===== src/hdl/mshr_cfg_pkg.sv =====
package mshr_cfg_pkg;

    // ------------------------------
    // MSHR sizing
    // ------------------------------

    // entries per cache bank
    localparam int unsigned ENTRY_NUM = 8;

    // entry index width, log2 of ENTRY_NUM
    localparam int unsigned IDX_W = 3;

    // ------------------------------
    // request fields
    // ------------------------------

    localparam int unsigned ADDR_W = 16;  // line address

    // west, east, south, north
    localparam int unsigned DIR_NUM = 4;

endpackage

===== src/hdl/mshr_msg_pkg.sv =====
package mshr_msg_pkg;

    // requesting direction, also picks the read command port
    typedef enum logic [1:0] {
        DIR_WEST  = 2'd0,
        DIR_EAST  = 2'd1,
        DIR_SOUTH = 2'd2,
        DIR_NORTH = 2'd3
    } dir_e;

    // ------------------------------
    // payloads
    // ------------------------------

    // what an entry keeps between update and release
    typedef struct packed {
        logic [mshr_cfg_pkg::ADDR_W-1:0] addr;
        dir_e                            dir;
        logic                            hit;
    } entry_pld_t;

    // miss request towards downstream
    typedef struct packed {
        logic [mshr_cfg_pkg::ADDR_W-1:0] addr;
        logic [mshr_cfg_pkg::IDX_W-1:0]  idx;
    } ds_req_t;

    // data-RAM read command
    typedef struct packed {
        logic [mshr_cfg_pkg::ADDR_W-1:0] addr;
        dir_e                            dir;
        logic [mshr_cfg_pkg::IDX_W-1:0]  idx;
    } rd_cmd_t;

endpackage


===== src/hdl/mshr_entry_bus_if.sv =====
`timescale 1ns/10ps

interface mshr_entry_bus_if;

    // one bit per entry on every vector
    logic [mshr_cfg_pkg::ENTRY_NUM-1:0] ds_vld;
    logic [mshr_cfg_pkg::ENTRY_NUM-1:0] ds_rdy;
    logic [mshr_cfg_pkg::ENTRY_NUM-1:0] rd_vld;
    logic [mshr_cfg_pkg::ENTRY_NUM-1:0] rd_rdy;

    mshr_msg_pkg::entry_pld_t pld [mshr_cfg_pkg::ENTRY_NUM];  // stored per entry

    // entry array and payload store
    modport entry_side (
        output ds_vld,
        output rd_vld,
        output pld,
        input  ds_rdy,
        input  rd_rdy
    );

    // downstream arbiter
    modport ds_side (
        input  ds_vld,
        input  pld,
        output ds_rdy
    );

    // data-RAM read router
    modport rd_side (
        input  rd_vld,
        input  pld,
        output rd_rdy
    );

endinterface


===== src/hdl/mshr_top.sv =====
`timescale 1ns/10ps

module mshr_top (
    input  logic                            clk,
    input  logic                            rst_n,
    // tag pipe
    output logic                            alloc_vld,
    output logic [mshr_cfg_pkg::IDX_W-1:0]  alloc_idx,
    output logic                            stall,
    input  logic                            update_en,
    input  logic [mshr_cfg_pkg::IDX_W-1:0]  update_idx,
    input  logic [mshr_cfg_pkg::ADDR_W-1:0] update_addr,
    input  logic [1:0]                      update_dir,
    input  logic                            update_hit,
    // downstream
    output logic                            ds_req_vld,
    output logic [mshr_cfg_pkg::ADDR_W-1:0] ds_req_addr,
    output logic [mshr_cfg_pkg::IDX_W-1:0]  ds_req_idx,
    input  logic                            ds_req_rdy,
    input  logic                            linefill_done,
    input  logic [mshr_cfg_pkg::IDX_W-1:0]  linefill_done_idx,
    // data-RAM read commands
    output logic                            west_rd_vld,
    output logic [mshr_cfg_pkg::ADDR_W-1:0] west_rd_addr,
    output logic [mshr_cfg_pkg::IDX_W-1:0]  west_rd_idx,
    input  logic                            west_rd_rdy,
    output logic                            east_rd_vld,
    output logic [mshr_cfg_pkg::ADDR_W-1:0] east_rd_addr,
    output logic [mshr_cfg_pkg::IDX_W-1:0]  east_rd_idx,
    input  logic                            east_rd_rdy,
    output logic                            south_rd_vld,
    output logic [mshr_cfg_pkg::ADDR_W-1:0] south_rd_addr,
    output logic [mshr_cfg_pkg::IDX_W-1:0]  south_rd_idx,
    input  logic                            south_rd_rdy,
    output logic                            north_rd_vld,
    output logic [mshr_cfg_pkg::ADDR_W-1:0] north_rd_addr,
    output logic [mshr_cfg_pkg::IDX_W-1:0]  north_rd_idx,
    input  logic                            north_rd_rdy,
    // completion and release
    input  logic                            rd_done,
    input  logic [mshr_cfg_pkg::IDX_W-1:0]  rd_done_idx,
    output logic                            release_vld,
    output logic [mshr_cfg_pkg::IDX_W-1:0]  release_idx
);

    mshr_entry_bus_if u_bus ();

    logic [mshr_cfg_pkg::IDX_W-1:0] ds_grant_idx;
    mshr_msg_pkg::ds_req_t          ds_req;

    mshr_entry_table u_table (
        .clk (clk), .rst_n (rst_n),
        .update_en (update_en), .update_idx (update_idx), .update_addr (update_addr),
        .update_dir (mshr_msg_pkg::dir_e'(update_dir)), .update_hit (update_hit),
        .linefill_done (linefill_done), .linefill_done_idx (linefill_done_idx),
        .rd_done (rd_done), .rd_done_idx (rd_done_idx),
        .alloc_vld (alloc_vld), .alloc_idx (alloc_idx), .stall (stall),
        .release_vld (release_vld), .release_idx (release_idx),
        .bus (u_bus.entry_side)
    );

    // miss requests, one winner at a time
    mshr_rr_arb #(
        .REQ_W (mshr_cfg_pkg::ENTRY_NUM)
    ) u_ds_arb (
        .clk (clk), .rst_n (rst_n),
        .req_vld (u_bus.ds_vld), .req_rdy_out (ds_req_rdy), .req_rdy (u_bus.ds_rdy),
        .grant_vld (ds_req_vld), .grant_idx (ds_grant_idx)
    );

    assign ds_req.addr = u_bus.pld[ds_grant_idx].addr;
    assign ds_req.idx  = ds_grant_idx;
    assign ds_req_addr = ds_req.addr;
    assign ds_req_idx  = ds_req.idx;

    mshr_read_router u_rd_router (
        .clk (clk), .rst_n (rst_n),
        .west_rd_rdy (west_rd_rdy), .east_rd_rdy (east_rd_rdy),
        .south_rd_rdy (south_rd_rdy), .north_rd_rdy (north_rd_rdy),
        .bus (u_bus.rd_side),
        .west_rd_vld (west_rd_vld), .west_rd_addr (west_rd_addr), .west_rd_idx (west_rd_idx),
        .east_rd_vld (east_rd_vld), .east_rd_addr (east_rd_addr), .east_rd_idx (east_rd_idx),
        .south_rd_vld (south_rd_vld), .south_rd_addr (south_rd_addr),
        .south_rd_idx (south_rd_idx),
        .north_rd_vld (north_rd_vld), .north_rd_addr (north_rd_addr),
        .north_rd_idx (north_rd_idx)
    );

endmodule


===== src/hdl/mshr_read_router.sv =====
`timescale 1ns/10ps

module mshr_read_router (
    input  logic                            clk,
    input  logic                            rst_n,
    input  logic                            west_rd_rdy,
    input  logic                            east_rd_rdy,
    input  logic                            south_rd_rdy,
    input  logic                            north_rd_rdy,
    mshr_entry_bus_if.rd_side               bus,
    output logic                            west_rd_vld,
    output logic [mshr_cfg_pkg::ADDR_W-1:0] west_rd_addr,
    output logic [mshr_cfg_pkg::IDX_W-1:0]  west_rd_idx,
    output logic                            east_rd_vld,
    output logic [mshr_cfg_pkg::ADDR_W-1:0] east_rd_addr,
    output logic [mshr_cfg_pkg::IDX_W-1:0]  east_rd_idx,
    output logic                            south_rd_vld,
    output logic [mshr_cfg_pkg::ADDR_W-1:0] south_rd_addr,
    output logic [mshr_cfg_pkg::IDX_W-1:0]  south_rd_idx,
    output logic                            north_rd_vld,
    output logic [mshr_cfg_pkg::ADDR_W-1:0] north_rd_addr,
    output logic [mshr_cfg_pkg::IDX_W-1:0]  north_rd_idx
);

    logic                                 grant_vld;
    logic [mshr_cfg_pkg::IDX_W-1:0]       grant_idx;
    mshr_msg_pkg::rd_cmd_t                cmd;
    logic [mshr_cfg_pkg::DIR_NUM-1:0]     dir_vld;
    logic [mshr_cfg_pkg::DIR_NUM-1:0]     dir_rdy;

    assign dir_rdy = {north_rd_rdy, south_rd_rdy, east_rd_rdy, west_rd_rdy};

    mshr_rr_arb #(
        .REQ_W       (mshr_cfg_pkg::ENTRY_NUM)
    ) u_rd_arb (
        .clk         (clk),
        .rst_n       (rst_n),
        .req_vld     (bus.rd_vld),
        .req_rdy_out (dir_rdy[cmd.dir]),  // only the winner's port counts
        .req_rdy     (bus.rd_rdy),
        .grant_vld   (grant_vld),
        .grant_idx   (grant_idx)
    );

    assign cmd.addr = bus.pld[grant_idx].addr;
    assign cmd.dir  = bus.pld[grant_idx].dir;
    assign cmd.idx  = grant_idx;

    // steer to one direction
    always_comb begin
        dir_vld          = '0;
        dir_vld[cmd.dir] = grant_vld;
    end

    assign {north_rd_vld, south_rd_vld, east_rd_vld, west_rd_vld} = dir_vld;

    assign west_rd_addr  = cmd.addr;
    assign west_rd_idx   = cmd.idx;
    assign east_rd_addr  = cmd.addr;
    assign east_rd_idx   = cmd.idx;
    assign south_rd_addr = cmd.addr;
    assign south_rd_idx  = cmd.idx;
    assign north_rd_addr = cmd.addr;
    assign north_rd_idx  = cmd.idx;

endmodule


===== src/hdl/mshr_rr_arb.sv =====
`timescale 1ns/10ps

module mshr_rr_arb #(
    parameter  int unsigned REQ_W = mshr_cfg_pkg::ENTRY_NUM,
    localparam int unsigned PTR_W = (REQ_W > 1) ? $clog2(REQ_W) : 1
) (
    input  logic             clk,
    input  logic             rst_n,
    input  logic [REQ_W-1:0] req_vld,
    input  logic             req_rdy_out,
    output logic [REQ_W-1:0] req_rdy,
    output logic             grant_vld,
    output logic [PTR_W-1:0] grant_idx
);

    logic [PTR_W-1:0] ptr;
    logic             lock_vld;  // winner stalled last cycle
    logic [PTR_W-1:0] lock_idx;

    // first requester at or after ptr
    always_comb begin
        int cand;
        grant_vld = 1'b0;
        grant_idx = ptr;
        for (int k = REQ_W - 1; k >= 0; k--) begin
            cand = (int'(ptr) + k) % REQ_W;
            if (req_vld[cand]) begin
                grant_vld = 1'b1;
                grant_idx = cand[PTR_W-1:0];
            end
        end
        if (lock_vld) begin
            // held request keeps the grant until taken
            grant_vld = 1'b1;
            grant_idx = lock_idx;
        end
    end

    always_comb begin
        req_rdy            = '0;
        req_rdy[grant_idx] = grant_vld && req_rdy_out;
    end

    // ------------------------------
    // pointer and lock
    // ------------------------------
    always_ff @(posedge clk or negedge rst_n) begin
        if (!rst_n) begin
            ptr      <= '0;
            lock_vld <= 1'b0;
            lock_idx <= '0;
        end else if (grant_vld && req_rdy_out) begin
            ptr      <= (grant_idx == REQ_W - 1) ? '0 : grant_idx + 1'b1;
            lock_vld <= 1'b0;
        end else if (grant_vld) begin
            lock_vld <= 1'b1;
            lock_idx <= grant_idx;
        end
    end

endmodule


===== src/hdl/mshr_entry_table.sv =====
`timescale 1ns/10ps

module mshr_entry_table (
    input  logic                                clk,
    input  logic                                rst_n,
    input  logic                                update_en,
    input  logic [mshr_cfg_pkg::IDX_W-1:0]      update_idx,
    input  logic [mshr_cfg_pkg::ADDR_W-1:0]     update_addr,
    input  mshr_msg_pkg::dir_e                  update_dir,
    input  logic                                update_hit,
    input  logic                                linefill_done,
    input  logic [mshr_cfg_pkg::IDX_W-1:0]      linefill_done_idx,
    input  logic                                rd_done,
    input  logic [mshr_cfg_pkg::IDX_W-1:0]      rd_done_idx,
    output logic                                alloc_vld,
    output logic [mshr_cfg_pkg::IDX_W-1:0]      alloc_idx,
    output logic                                stall,
    output logic                                release_vld,
    output logic [mshr_cfg_pkg::IDX_W-1:0]      release_idx,
    mshr_entry_bus_if.entry_side                bus
);

    logic [mshr_cfg_pkg::ENTRY_NUM-1:0] busy;
    logic [mshr_cfg_pkg::ENTRY_NUM-1:0] release_vec;

    mshr_msg_pkg::entry_pld_t pld_q [mshr_cfg_pkg::ENTRY_NUM];

    // payload store, written into the offered entry
    always_ff @(posedge clk) begin
        if (update_en) begin
            pld_q[update_idx].addr <= update_addr;
            pld_q[update_idx].dir  <= update_dir;
            pld_q[update_idx].hit  <= update_hit;
        end
    end

    assign bus.pld = pld_q;

    // ------------------------------
    // allocation
    // ------------------------------
    always_comb begin
        alloc_idx = '0;
        for (int i = mshr_cfg_pkg::ENTRY_NUM - 1; i >= 0; i--) begin
            if (!busy[i]) alloc_idx = i[mshr_cfg_pkg::IDX_W-1:0];  // lowest wins
        end
    end

    assign alloc_vld = ~&busy;
    assign stall     = &busy;

    // release is one-hot, rd_done has a single index
    always_comb begin
        release_idx = '0;
        for (int i = 0; i < mshr_cfg_pkg::ENTRY_NUM; i++) begin
            if (release_vec[i]) release_idx = i[mshr_cfg_pkg::IDX_W-1:0];
        end
    end

    assign release_vld = |release_vec;

    // ------------------------------
    // entry array
    // ------------------------------
    for (genvar i = 0; i < mshr_cfg_pkg::ENTRY_NUM; i++) begin : g_entry
        mshr_entry #(
            .ENTRY_ID      (i)
        ) u_entry (
            .clk           (clk),
            .rst_n         (rst_n),
            .update_en     (update_en && (update_idx == i)),
            .update_hit    (update_hit),
            .linefill_done (linefill_done && (linefill_done_idx == i)),
            .rd_done       (rd_done && (rd_done_idx == i)),
            .bus           (bus),
            .busy          (busy[i]),
            .release_en    (release_vec[i])
        );
    end

endmodule


===== src/hdl/mshr_entry.sv =====
`timescale 1ns/10ps

module mshr_entry #(
    parameter int unsigned ENTRY_ID = 0
) (
    input  logic                    clk,
    input  logic                    rst_n,
    input  logic                    update_en,
    input  logic                    update_hit,
    input  logic                    linefill_done,
    input  logic                    rd_done,
    mshr_entry_bus_if.entry_side    bus,
    output logic                    busy,
    output logic                    release_en
);

    typedef enum logic [2:0] {
        ST_IDLE    = 3'd0,
        ST_DS_REQ  = 3'd1,
        ST_WAIT_LF = 3'd2,
        ST_RD_REQ  = 3'd3,
        ST_WAIT_RD = 3'd4,
        ST_RELEASE = 3'd5
    } state_e;

    state_e state;
    state_e state_nxt;
    logic   ds_take;
    logic   rd_take;

    assign ds_take = bus.ds_vld[ENTRY_ID] && bus.ds_rdy[ENTRY_ID];
    assign rd_take = bus.rd_vld[ENTRY_ID] && bus.rd_rdy[ENTRY_ID];

    // ------------------------------
    // next state
    // ------------------------------
    always_comb begin
        state_nxt = state;
        case (state)
            ST_IDLE, ST_RELEASE: begin
                // release cycle already counts as free, may be refilled
                if (update_en) begin
                    state_nxt = update_hit ? ST_RD_REQ : ST_DS_REQ;
                end else begin
                    state_nxt = ST_IDLE;
                end
            end
            ST_DS_REQ: begin
                if (ds_take) state_nxt = ST_WAIT_LF;
            end
            ST_WAIT_LF: begin
                if (linefill_done) state_nxt = ST_RD_REQ;
            end
            ST_RD_REQ: begin
                if (rd_take) state_nxt = ST_WAIT_RD;
            end
            ST_WAIT_RD: begin
                if (rd_done) state_nxt = ST_RELEASE;
            end
            default: state_nxt = ST_IDLE;
        endcase
    end

    always_ff @(posedge clk or negedge rst_n) begin
        if (!rst_n) begin
            state <= ST_IDLE;
        end else begin
            state <= state_nxt;
        end
    end

    // ------------------------------
    // outputs
    // ------------------------------
    assign bus.ds_vld[ENTRY_ID] = (state == ST_DS_REQ);
    assign bus.rd_vld[ENTRY_ID] = (state == ST_RD_REQ);

    assign busy       = (state != ST_IDLE) && (state != ST_RELEASE);
    assign release_en = (state == ST_RELEASE);  // one cycle only

endmodule


===== config.mk =====
export PLATFORM = sky130hd
export DESIGN_NAME = mshr_top
export DESIGN_NICKNAME = d
export VERILOG_FILES = /design/src/hdl/mshr_cfg_pkg.sv /design/src/hdl/mshr_msg_pkg.sv /design/src/hdl/mshr_entry_bus_if.sv /design/src/hdl/mshr_top.sv /design/src/hdl/mshr_read_router.sv /design/src/hdl/mshr_rr_arb.sv /design/src/hdl/mshr_entry_table.sv /design/src/hdl/mshr_entry.sv
export SDC_FILE = /design/constraint.sdc
export NUM_CORES = 1
export LEC_CHECK = 0
export ABC_CLOCK_PERIOD_IN_PS = 5100
export BUFFER_PORTS_ARGS = -buffer_cell sky130_fd_sc_hd__buf_2
export CAP_MARGIN = 30
export CORE_MARGIN = 2
export CORE_UTILIZATION = 54
export CTS_CLUSTER_DIAMETER = 50
export DETAILED_ROUTE_END_ITERATION = 10
export PLACE_DENSITY = 0.77
export SYNTH_ARGS = -nofsm -noshare
export SYNTH_HDL_FRONTEND = slang
export SYNTH_SLANG_ARGS = --single-unit

===== constraint.sdc =====
create_clock -name clk -period 5.1 [get_ports clk]
set_clock_uncertainty 0.1 [all_clocks]
set_input_delay 0.51 -clock clk [delete_from_list [all_inputs] [get_ports clk]]
set_output_delay 0.51 -clock clk [all_outputs]
set_load 0.05 [all_outputs]

[Word-level counts from Yosys, hierarchy flattened]
Cells that the tools add are included.
Widths: inputs -> output; s select.
Word-level totals
  input port bits: 38
  logic and storage cells: 448
  flip-flop bits (word level): 190
  output and inout port bits: 109
Operators by class
  mux-type cells: 161
  $add $sub $neg: 16
  eq/ne operators: 103
  magnitude comparators: 26
  reduce and logical (&&, ||, !) cells: 96
  bitwise operators: 8
Operators with widths (count)
  $bwmux 152: 3
  $mux 3: 72
  $demux 19 s3: 3
  $pmux 3 s5: 8
  $bmux 19 s3: 2
  $mux 19: 5
  $eq 3x3->1 const B: 30
  $lt 3x4->1 const B: 18
  $eq 3x2->1 const B: 22
  $ne 2x2->1 const B: 32
  $logic_and 1x1->1: 54
  $bmux 1 s3: 16
  $mux 1: 44
  $eq 3x1->1 const B: 11
  $logic_not 3->1: 11
  $reduce_and 4->1: 8
  $add 3x3->3 const B: 8
  $ne 3x3->1 const B: 8
  $reduce_bool 3->1: 8
  $and 8x8->8: 2
  $reduce_or 2->1: 8
  $add 3x1->3 const B: 4
  $add 3x2->3 const B: 4
  $ge 4x4->1 const B: 3
  16 further kinds: 26

[Longest topological paths before layout]
Gate-level depths: netlist (run 1).
  depth after elaboration: 23
  mapped depth: 19
  gate-level depth less buffers: 14

[Worst setup path before layout (run 1)]
No wires, ideal clock.
  path kind: register to output
  from: register u_rd_router.u_rd_arb.ptr[0]
  to: output port north_rd_addr[12] (netlist name)
  arrival: 5.411 ns
  buffers on the path: 5
  cell stages (with the launch flop): 19
  slack: -0.921 ns
  path through: dfrtp_1 -> inv_1 -> buf_1 -> ha_1 -> buf_2 -> inv_2 -> mux4_2 -> a2111oi_1 -> o21ai_1 -> and4b_1 -> nor4_4 -> buf_2 -> inv_1 -> clkbuf_1 -> nand2_1 -> nand3_1 -> nand2_1 -> o21ai_0 -> buf_4
On the way
  word-level cells in the longest chain between the ends: 16
  elaborated cells on any way between the ends: 36
  classes of those cells: add/sub: 7; mux: 28; bitwise: 1
Ends and longest elaborated chain
  start: declaration: RTL line mshr_rr_arb.sv:16  | logic [PTR_W-1:0] ptr;
  start signal: assignment: RTL line mshr_rr_arb.sv:53  | ptr <= (grant_idx == REQ_W - 1) ? '0 : grant_idx + 1'b1;
  $add 3x3->3: RTL line mshr_rr_arb.sv:26  | cand = (int'(ptr) + k) % REQ_W;
  $bmux 1 s3: RTL line mshr_rr_arb.sv:27  | if (req_vld[cand]) begin
  $mux 1 (implied by the code): RTL line mshr_rr_arb.sv:27
  $mux 3 (7 in series): RTL line mshr_rr_arb.sv:27
  $mux 3 *: RTL line mshr_rr_arb.sv:27
  $mux 3 *: RTL line mshr_rr_arb.sv:32  | if (lock_vld) begin
  $not 3->4 (implied by the code) *: RTL line mshr_read_router.sv:45  | assign cmd.addr = bus.pld[grant_idx].addr;
  $bmux 19 s3 *: RTL line mshr_read_router.sv:45
  $mux 19 * (2 in series)
  end: declaration: RTL line mshr_top.sv:36  | output logic [mshr_cfg_pkg::ADDR_W-1:0] north_rd_addr,
Mark *: on every way between the ends. The rest lies on a longest branch, timed or not. The select of a mux whose other input is x is not followed.

[Worst setup path after layout (run 1)]
  from: register u_table.g_entry[7].u_entry.state[0]
  to: output port south_rd_addr[4] (netlist name)
On the way
  word-level cells in the longest chain between the ends: 16
  elaborated cells on any way between the ends: 30
  classes of those cells: eq/ne: 1; mux: 28; bitwise: 1
Ends and longest elaborated chain
  start: declaration: RTL line mshr_entry.sv:26  | state_e state;
  start signal: assignment: RTL line mshr_entry.sv:68  | state <= state_nxt;
  $eq 3x2->1 *: RTL line mshr_entry.sv:76  | assign bus.rd_vld[ENTRY_ID] = (state == ST_RD_REQ);
  $bmux 1 s3: RTL line mshr_rr_arb.sv:27
  $mux 1 (implied by the code): RTL line mshr_rr_arb.sv:27
  $mux 3 (7 in series): RTL line mshr_rr_arb.sv:27
  $mux 3 *: RTL line mshr_rr_arb.sv:27
  $mux 3 *: RTL line mshr_rr_arb.sv:32
  $not 3->4 (implied by the code) *: RTL line mshr_read_router.sv:45
  $bmux 19 s3 *: RTL line mshr_read_router.sv:45
  $mux 19 * (2 in series)
  end: declaration: RTL line mshr_top.sv:32  | output logic [mshr_cfg_pkg::ADDR_W-1:0] south_rd_addr,
Marked as above.

==> results of run 1 <==
## worst max path at each step
stage | slack (ps) | endpoint | start | cells after the start
after floorplan | 30 | north_rd_addr[0] | u_rd_router.u_rd_arb.ptr[1] | 19
after global placement | 300 | south_rd_addr[0] | u_table.g_entry[5].u_entry.state[0] | 13
after detailed placement | 290 | east_rd_addr[4] | u_table.g_entry[5].u_entry.state[0] | 13
after CTS | 10 | ds_req_addr[0] | u_table.g_entry[2].u_entry.state[2] | 12
after global routing | -40 | ds_req_addr[7] | u_ds_arb.ptr[0] | 14
final | 140 | south_rd_addr[4] | u_table.g_entry[7].u_entry.state[0] | 13
## cells in the mapped netlist, types with 5 or more instances
cell type	number
buf_2	18
and2_1	6
nor4b_1	5
a41oi_1	5
nand2_1	200
and3_1	7
nand4b_1	5
ha_1	6
mux2_2	42
xor2_1	10
inv_1	22
o21ai_0	80
nor2_1	69
buf_1	16
o22ai_1	12
a21o_1	5
inv_2	5
mux2i_1	94
and3b_1	8
nor4_1	7
o21a_1	6
a31oi_1	8
edfxtp_1	144
o2111ai_1	9
o211ai_1	27
buf_4	60
a41o_1	6
nor3_1	19
or3b_2	9
mux4_2	36
nor3b_1	13
nand2b_1	11
or2_2	6
nand3b_1	12
nor2b_1	11
nand3_1	83
dfrtp_1	38
clkbuf_1	57
a21oi_1	31
## critical path: cells and delay by family (launching register included)
kind	cells	cell delay (ps)
muxes	1	560
DFF	1	600
AOI/OAI and AO/OA	3	1040
buffers and inverters	3	880
and+or+nand+nor	6	810
## logic make-up after synthesis
group	after synthesis
fa+ha+maj	6
xor+xnor	16
mux	179
compound gates	261
buf+inv	179
flops	182
simple gates	497
## area by class of cell
cell class / count / area (um^2) / share of cell area [%]
Multi-Input combinational cell: 959 / 7062 / 46.66
Clock inverter: 15 / 192.7 / 1.273
Clock buffer: 17 / 425.4 / 2.811
Tap cell: 319 / 399.1 / 2.637
Sequential cell: 182 / 5294 / 34.98
Inverter: 27 / 101.3 / 0.6696
Timing Repair Buffer: 249 / 1662 / 10.98
## cell usage in the layout, fill, tap and decap left out, types with 7 or more instances in the layout
| cell type | netlist | final |
|---|---|---|
| nand2_2 | 0 | 7 |
| mux2_2 | 42 | 42 |
| nor3_1 | 19 | 18 |
| dfrtp_2 | 0 | 15 |
| o211ai_1 | 27 | 27 |
| nand2b_1 | 11 | 11 |
| mux2i_1 | 94 | 93 |
| nor2b_1 | 11 | 11 |
| buf_4 | 60 | 89 |
| buf_2 | 18 | 142 |
| nor3b_1 | 13 | 11 |
| o22ai_1 | 12 | 12 |
| o21ai_0 | 80 | 52 |
| xor2_1 | 10 | 10 |
| o21ai_2 | 0 | 9 |
| edfxtp_1 | 144 | 144 |
| and3b_1 | 8 | 8 |
| o2111ai_1 | 9 | 9 |
| mux4_2 | 36 | 36 |
| a21oi_1 | 31 | 31 |
| o21ai_1 | 3 | 20 |
| nand3_1 | 83 | 83 |
| dfrtp_1 | 38 | 23 |
| inv_1 | 22 | 21 |
| a31oi_1 | 8 | 8 |
| nor2_1 | 69 | 62 |
| nand2_1 | 200 | 193 |
| and3_1 | 7 | 7 |
| clkbuf_16 | 0 | 20 |
| nor4_1 | 7 | 7 |
| nand3b_1 | 12 | 12 |
| or3b_2 | 9 | 9 |
## per-layer routing
layer,GRT usage [%],routed length [um],vias up
li1,-,-,5145
met1,38.51,15080,5607
met2,47.95,18730,705
met3,6.779,4184,101
met4,11.74,1264,2
met5,0,17,-
## registers in the layout, summed over array words and instances, names as in the netlist
register,flops
u_rd_router.u_rd_arb.lock_vld,1
u_ds_arb.lock_vld,1
u_rd_router.u_rd_arb.lock_idx,3
u_rd_router.u_rd_arb.ptr,3
u_table.g_entry.u_entry.state,24
u_ds_arb.lock_idx,3
u_table.bus.pld,144
u_ds_arb.ptr,3
## per-stage QoR
stage / area, um^2 / TNS, ps / utilization [%] / setup slack (ps)
after floorplan: 13160 / 0 / - / 26.69
after global placement: 13950 / 0 / 59.10 / 302.4
after detailed placement: 13980 / 0 / 59.21 / 289.6
after CTS: 14640 / 0 / 61.98 / 11.63
after global routing: 15140 / -131.1 / 64.10 / -36.28
final: 15140 / 0 / 64.10 / 141.1
## what timing repair did
| action | CTS | global route |
|---|---|---|
| buffers inserted | 1 | 40 |
| setup endpoints to repair | 49 | 79 |
| hold buffers | 0 | 1 |
| pin swaps | 1 | 6 |
| hold endpoints to repair | 0 | 38 |
| gates resized for setup | 12 | 25 |
| cloned | 0 | 4 |
==> impl_metrics.yaml, run 1 <==
grt:
  grt_pass1_wl_um: 59420
  grt_usage_pct: 29.54
  grt_pass1_vias: 10700
  globalRoute.totalOverflow: 0
  grt_start_max_net_pins: 56
  antenna_found_initial: 1
hold_path:
  worstHoldStart: "update_addr[9]"
  min_to: "u_table.bus.pld[12]"
  hold_class: "in -> reg"
  whs_path_depth: 1
sta:
  relSlewSlack_pct: 44.19
  finalSetupViolCount: 0
  slew_viol_final: 0
  timing.fmax_mhz: 201.7
  worstMarginPinSlew_ps: 830.7
  holdWs_ps: 222.0
  post-route-period-util_pct: 97.23
  hold_viol: 0
  period_needed_ps: 4959
final_layout:
  antenna_cells: 0
  fillers: 1877
  syn2layout_area_growth_pct: 15.72
  drive_above_1_share_pct: 30.78
  nets: 1480
  final_cells: 1768
clock_network:
  cts.reportedPaths.clkPinSlew_ps: 80
  htreeDepth: 4
  clock_path_buffers: 2
  cts_buffers: 17
  cts_tree: "yes"
  cts_sinks: 182
  cts-root-buf: "clkbuf_16"
  clkLatencyLatePin_ps: 450
place:
  dp_hpwl_um: 25950
  io_buffer_count: 146
  dp.cells: 1689
  place_congestion: 0.9967
routing:
  drt_pass1_iterations: 5
  wirelength_um: 39280
  drt-initial-drc-count: 1171
  ant_nets: 0
  route.detailed.drc: 0
  via_count: 11560
  via_per_inst: 6.538
  wl_per_cell_um: 22.22
worst_setup_path:
  reg2reg_to: "u_table.g_entry[1].u_entry.state[0]"
  endpoint_kind: "output port"
  crit_fanout: 37
  critPathKind: "reg -> out"
  critPathLaunchType: "flip-flop"
  cpPeakStageDelay_ps: 600
  cp.required_ps: 4490
  reg2reg_slack_ps: 560
  worst_ep_arrival_time_ps: 4350
  crit_path_frequent_cell: "nand2_1"
  path_cells: "nand3b_1, mux4_2, a222oi_1, nor3_1, o31a_1, nor4_4, buf_4, buf_6, nand2_1, nand3_1, nand2_1, o21ai_2, buf_2"
  reg2regPathDepth: 14
  crit_slowest_cell: "dfrtp_1"
  worst_r2r_startpoint: "u_ds_arb.ptr[0]"
die:
  dieWidth_um: 159.6
  num_rows: 56
  start_util_pct: 55.39
  die-height_um: 159.6
  core_area_um2: 23610
  die_area_um2: 25480
  ios: 147
yosys:
  synth_edf_count: 144
  syn_nets: 1364
  syn_area_um2: 13080
  synth-adder-area-share_pct: 0.5739
  synth_top_family_by_area: "simple AND/OR/NAND/NOR gates"
  syn_inst: 1320
  synth_seq_cells: 182
  ys_async_sr_fraction_pct: 20.88
  synth-simple-area-share_pct: 19.00
  synth_ff_type: "edfxtp_1"
  synth_compound_area_share_pct: 13.87
  synth_top_area_cell: "edfxtp_1"
  ys_top_cells_by_area: "edfxtp_1, dfrtp_1, mux2i_1"
  synth_mux_area_share_pct: 17.81
  synth.top_cell.area_share_pct: 33.06
  synth_cell_types: 97
  yosys.area_share.xor_xnor_pct: 1.330
  ys_warn_count: 0
  ys_seq_area_share_pct: 40.33
  avgSynthCellArea_um2: 9.909
outcome:
  status: "finished, final reports clean"
flow_run:
  max_cap_viol_count: 0
Power of run 1 is left out: the tool's default activity adds up to more than one toggle a clock period on the data nets, which glitch-free logic cannot reach.
==> run 2, diff against run 1 <==
--- a/config.mk
+++ b/config.mk
@@ -13,6 +13,7 @@
 export CTS_CLUSTER_DIAMETER = 50
 export DETAILED_ROUTE_END_ITERATION = 10
 export PLACE_DENSITY = 0.77
+export REMOVE_ABC_BUFFERS = 1
 export SYNTH_ARGS = -nofsm -noshare
 export SYNTH_HDL_FRONTEND = slang
 export SYNTH_SLANG_ARGS = --single-unit
==> run 2 against run 1 <==
Compared with the run above:
- global-route usage down 0.22 points
- core utilization decreased by 0.79 points
- design area decreased by 1.2%
- die area unchanged
- wire length fell by 1.4%
- first-iteration DRC count increased by 19%
- worst hold slack worse by 20 ps
- critical path type unchanged
- highest routed layer is now met4
==> impl_metrics.yaml, run 2 (synthesis gave the netlist of run 1 again) <==
outcome:
  status: "finished, final reports clean"
hold_path:
  hold_class: "in -> reg"
  min_to: "u_ds_arb.lock_vld"
  worstHoldStart: "ds_req_rdy"
  whs_path_depth: 2
routing:
  wirelength_um: 38740
  via_count: 11550
  route.detailed.drc: 0
  ant_nets: 0
  via_per_inst: 6.614
  drt_pass1_iterations: 6
  wl_per_cell_um: 22.19
  drt-initial-drc-count: 1394
sta:
  holdWs_ps: 202.4
  grt_setup_unrepaired: "false"
  period_needed_ps: 5014
  finalSetupViolCount: 0
  post-route-period-util_pct: 98.32
  relSlewSlack_pct: 39.68
  slew_viol_final: 0
  hold_viol: 0
  worstMarginPinSlew_ps: 902.6
  timing.fmax_mhz: 199.4
die:
  die-height_um: 159.6
  dieWidth_um: 159.6
  die_area_um2: 25480
  start_util_pct: 55.39
  ios: 147
  num_rows: 56
  core_area_um2: 23610
final_layout:
  final_common_cell: "nand2_1"
  final_area_um2: 14950
  largest_reg_flops: 144
  fillers: 1861
  nets: 1458
  final_cell_mix: "nand2_1, edfxtp_1, buf_2"
  drive_above_1_share_pct: 28.54
  syn2layout_area_growth_pct: 14.29
  finalCoreUtilization_pct: 63.31
worst_setup_path:
  worst_r2r_startpoint: "u_table.g_entry[2].u_entry.state[2]"
  critPathLaunchType: "flip-flop"
  reg2regPathDepth: 13
  cp.required_ps: 4490
  worst_ep_arrival_time_ps: 4400
  reg2reg_to: "u_table.g_entry[6].u_entry.state[1]"
  critPathKind: "reg -> out"
  reg2reg_slack_ps: 520
  crit_fanout: 34
  endpoint_kind: "output port"
clock_network:
  cts-root-buf: "clkbuf_16"
  clkLatencyLatePin_ps: 450
  htreeDepth: 4
  cts_tree: "yes"
  cts.reportedPaths.clkPinSlew_ps: 80
  clock_path_buffers: 2
  cts_buffers: 17
  cts_sinks: 182
place:
  placed_cell_area_um2: 14030
  place_congestion: 0.9603
  io_buffer_count: 146
  dp_hpwl_um: 25450
grt:
  grt_pass1_wl_um: 58960
  grt_pass1_vias: 10850
  antenna_found_initial: 0
  grt_usage_pct: 29.32
  grt_start_max_net_pins: 61
  globalRoute.totalOverflow: 0
flow_run:
  max_cap_viol_count: 0
[run 2: final cells by class]
type                       instances  area (um^2)  area share [%]
antenna                            1        2.502         0.01674
clock buffer                      17        425.4           2.846
clock inverter                    14        152.6           1.021
inverter                          27        101.3          0.6779
multi-input combinational        959         7029           47.02
sequential                       182         5289           35.38
tap                              319        399.1           2.670
timing repair buffer             227         1550           10.37
[run 2: metrics by stage]
| step | setup TNS [ps] | cells | setup WS [ps] |
|---|---|---|---|
| 6_report | 0 | 1746 | 85.82 |
| 5_1_grt | 0 | 1745 | 1.030 |
| 4_1_cts | 0 | 1733 | 4.477 |
| 3_5_place_dp | 0 | 1701 | 177.0 |
| 3_3_place_gp | 0 | 1700 | 221.3 |
| 2_1_floorplan | -739050 | 1168 | -9502 |
[run 2: layer usage]
| layer | vias to the layer above | part of all wire, % | track usage, % |
|---|---|---|---|
| met1 | 5565 | 40 | 39.69 |
| met4 | 0 | 3.3 | 11.45 |
| met2 | 764 | 47 | 46.77 |
| li1 | 5105 | - | - |
| met5 | - | 0 | 0 |
| met3 | 114 | 10 | 5.740 |
[run 2: worst max path at each step]
| stage | startpoint | endpoint | slack (ps) | cells past startpoint |
|---|---|---|---|---|
| floorplan | u_rd_router.u_rd_arb.ptr[0] | east_rd_addr[0] | -9500 | 8 |
| CTS | u_table.g_entry[7].u_entry.state[1] | ds_req_addr[10] | 4 | 11 |
| finish | u_table.g_entry[2].u_entry.state[2] | west_rd_addr[3] | 90 | 13 |
| detailed placement | u_table.g_entry[5].u_entry.state[1] | west_rd_addr[3] | 180 | 12 |
| global route | u_table.g_entry[3].u_entry.state[2] | ds_req_addr[8] | 1 | 14 |
| global placement | u_table.g_entry[5].u_entry.state[1] | east_rd_addr[14] | 220 | 12 |
[run 2: what timing repair did]
item                                   in CTS  in global routing
hold buffers                                0                  1
gates cloned                                0                  2
pin swaps                                   1                  3
setup endpoints to repair                  54                 84
endpoints found under the hold margin       0                 10
resized for setup                          13                 46
setup buffers                               1                  8
[run 2: worst max-delay path: stages (launching register included)]
cell	delay [ps]
dfrtp_1	620
and3b_1	370
mux4_2	540
mux2_2	320
a311o_1	330
a21oi_1	140
a311o_1	140
a32o_1	320
inv_2	110
clkbuf_8	270
nand3_1	130
nand2_1	60
o21ai_1	260
buf_2	330
Power of run 2 is left out for the same reason.
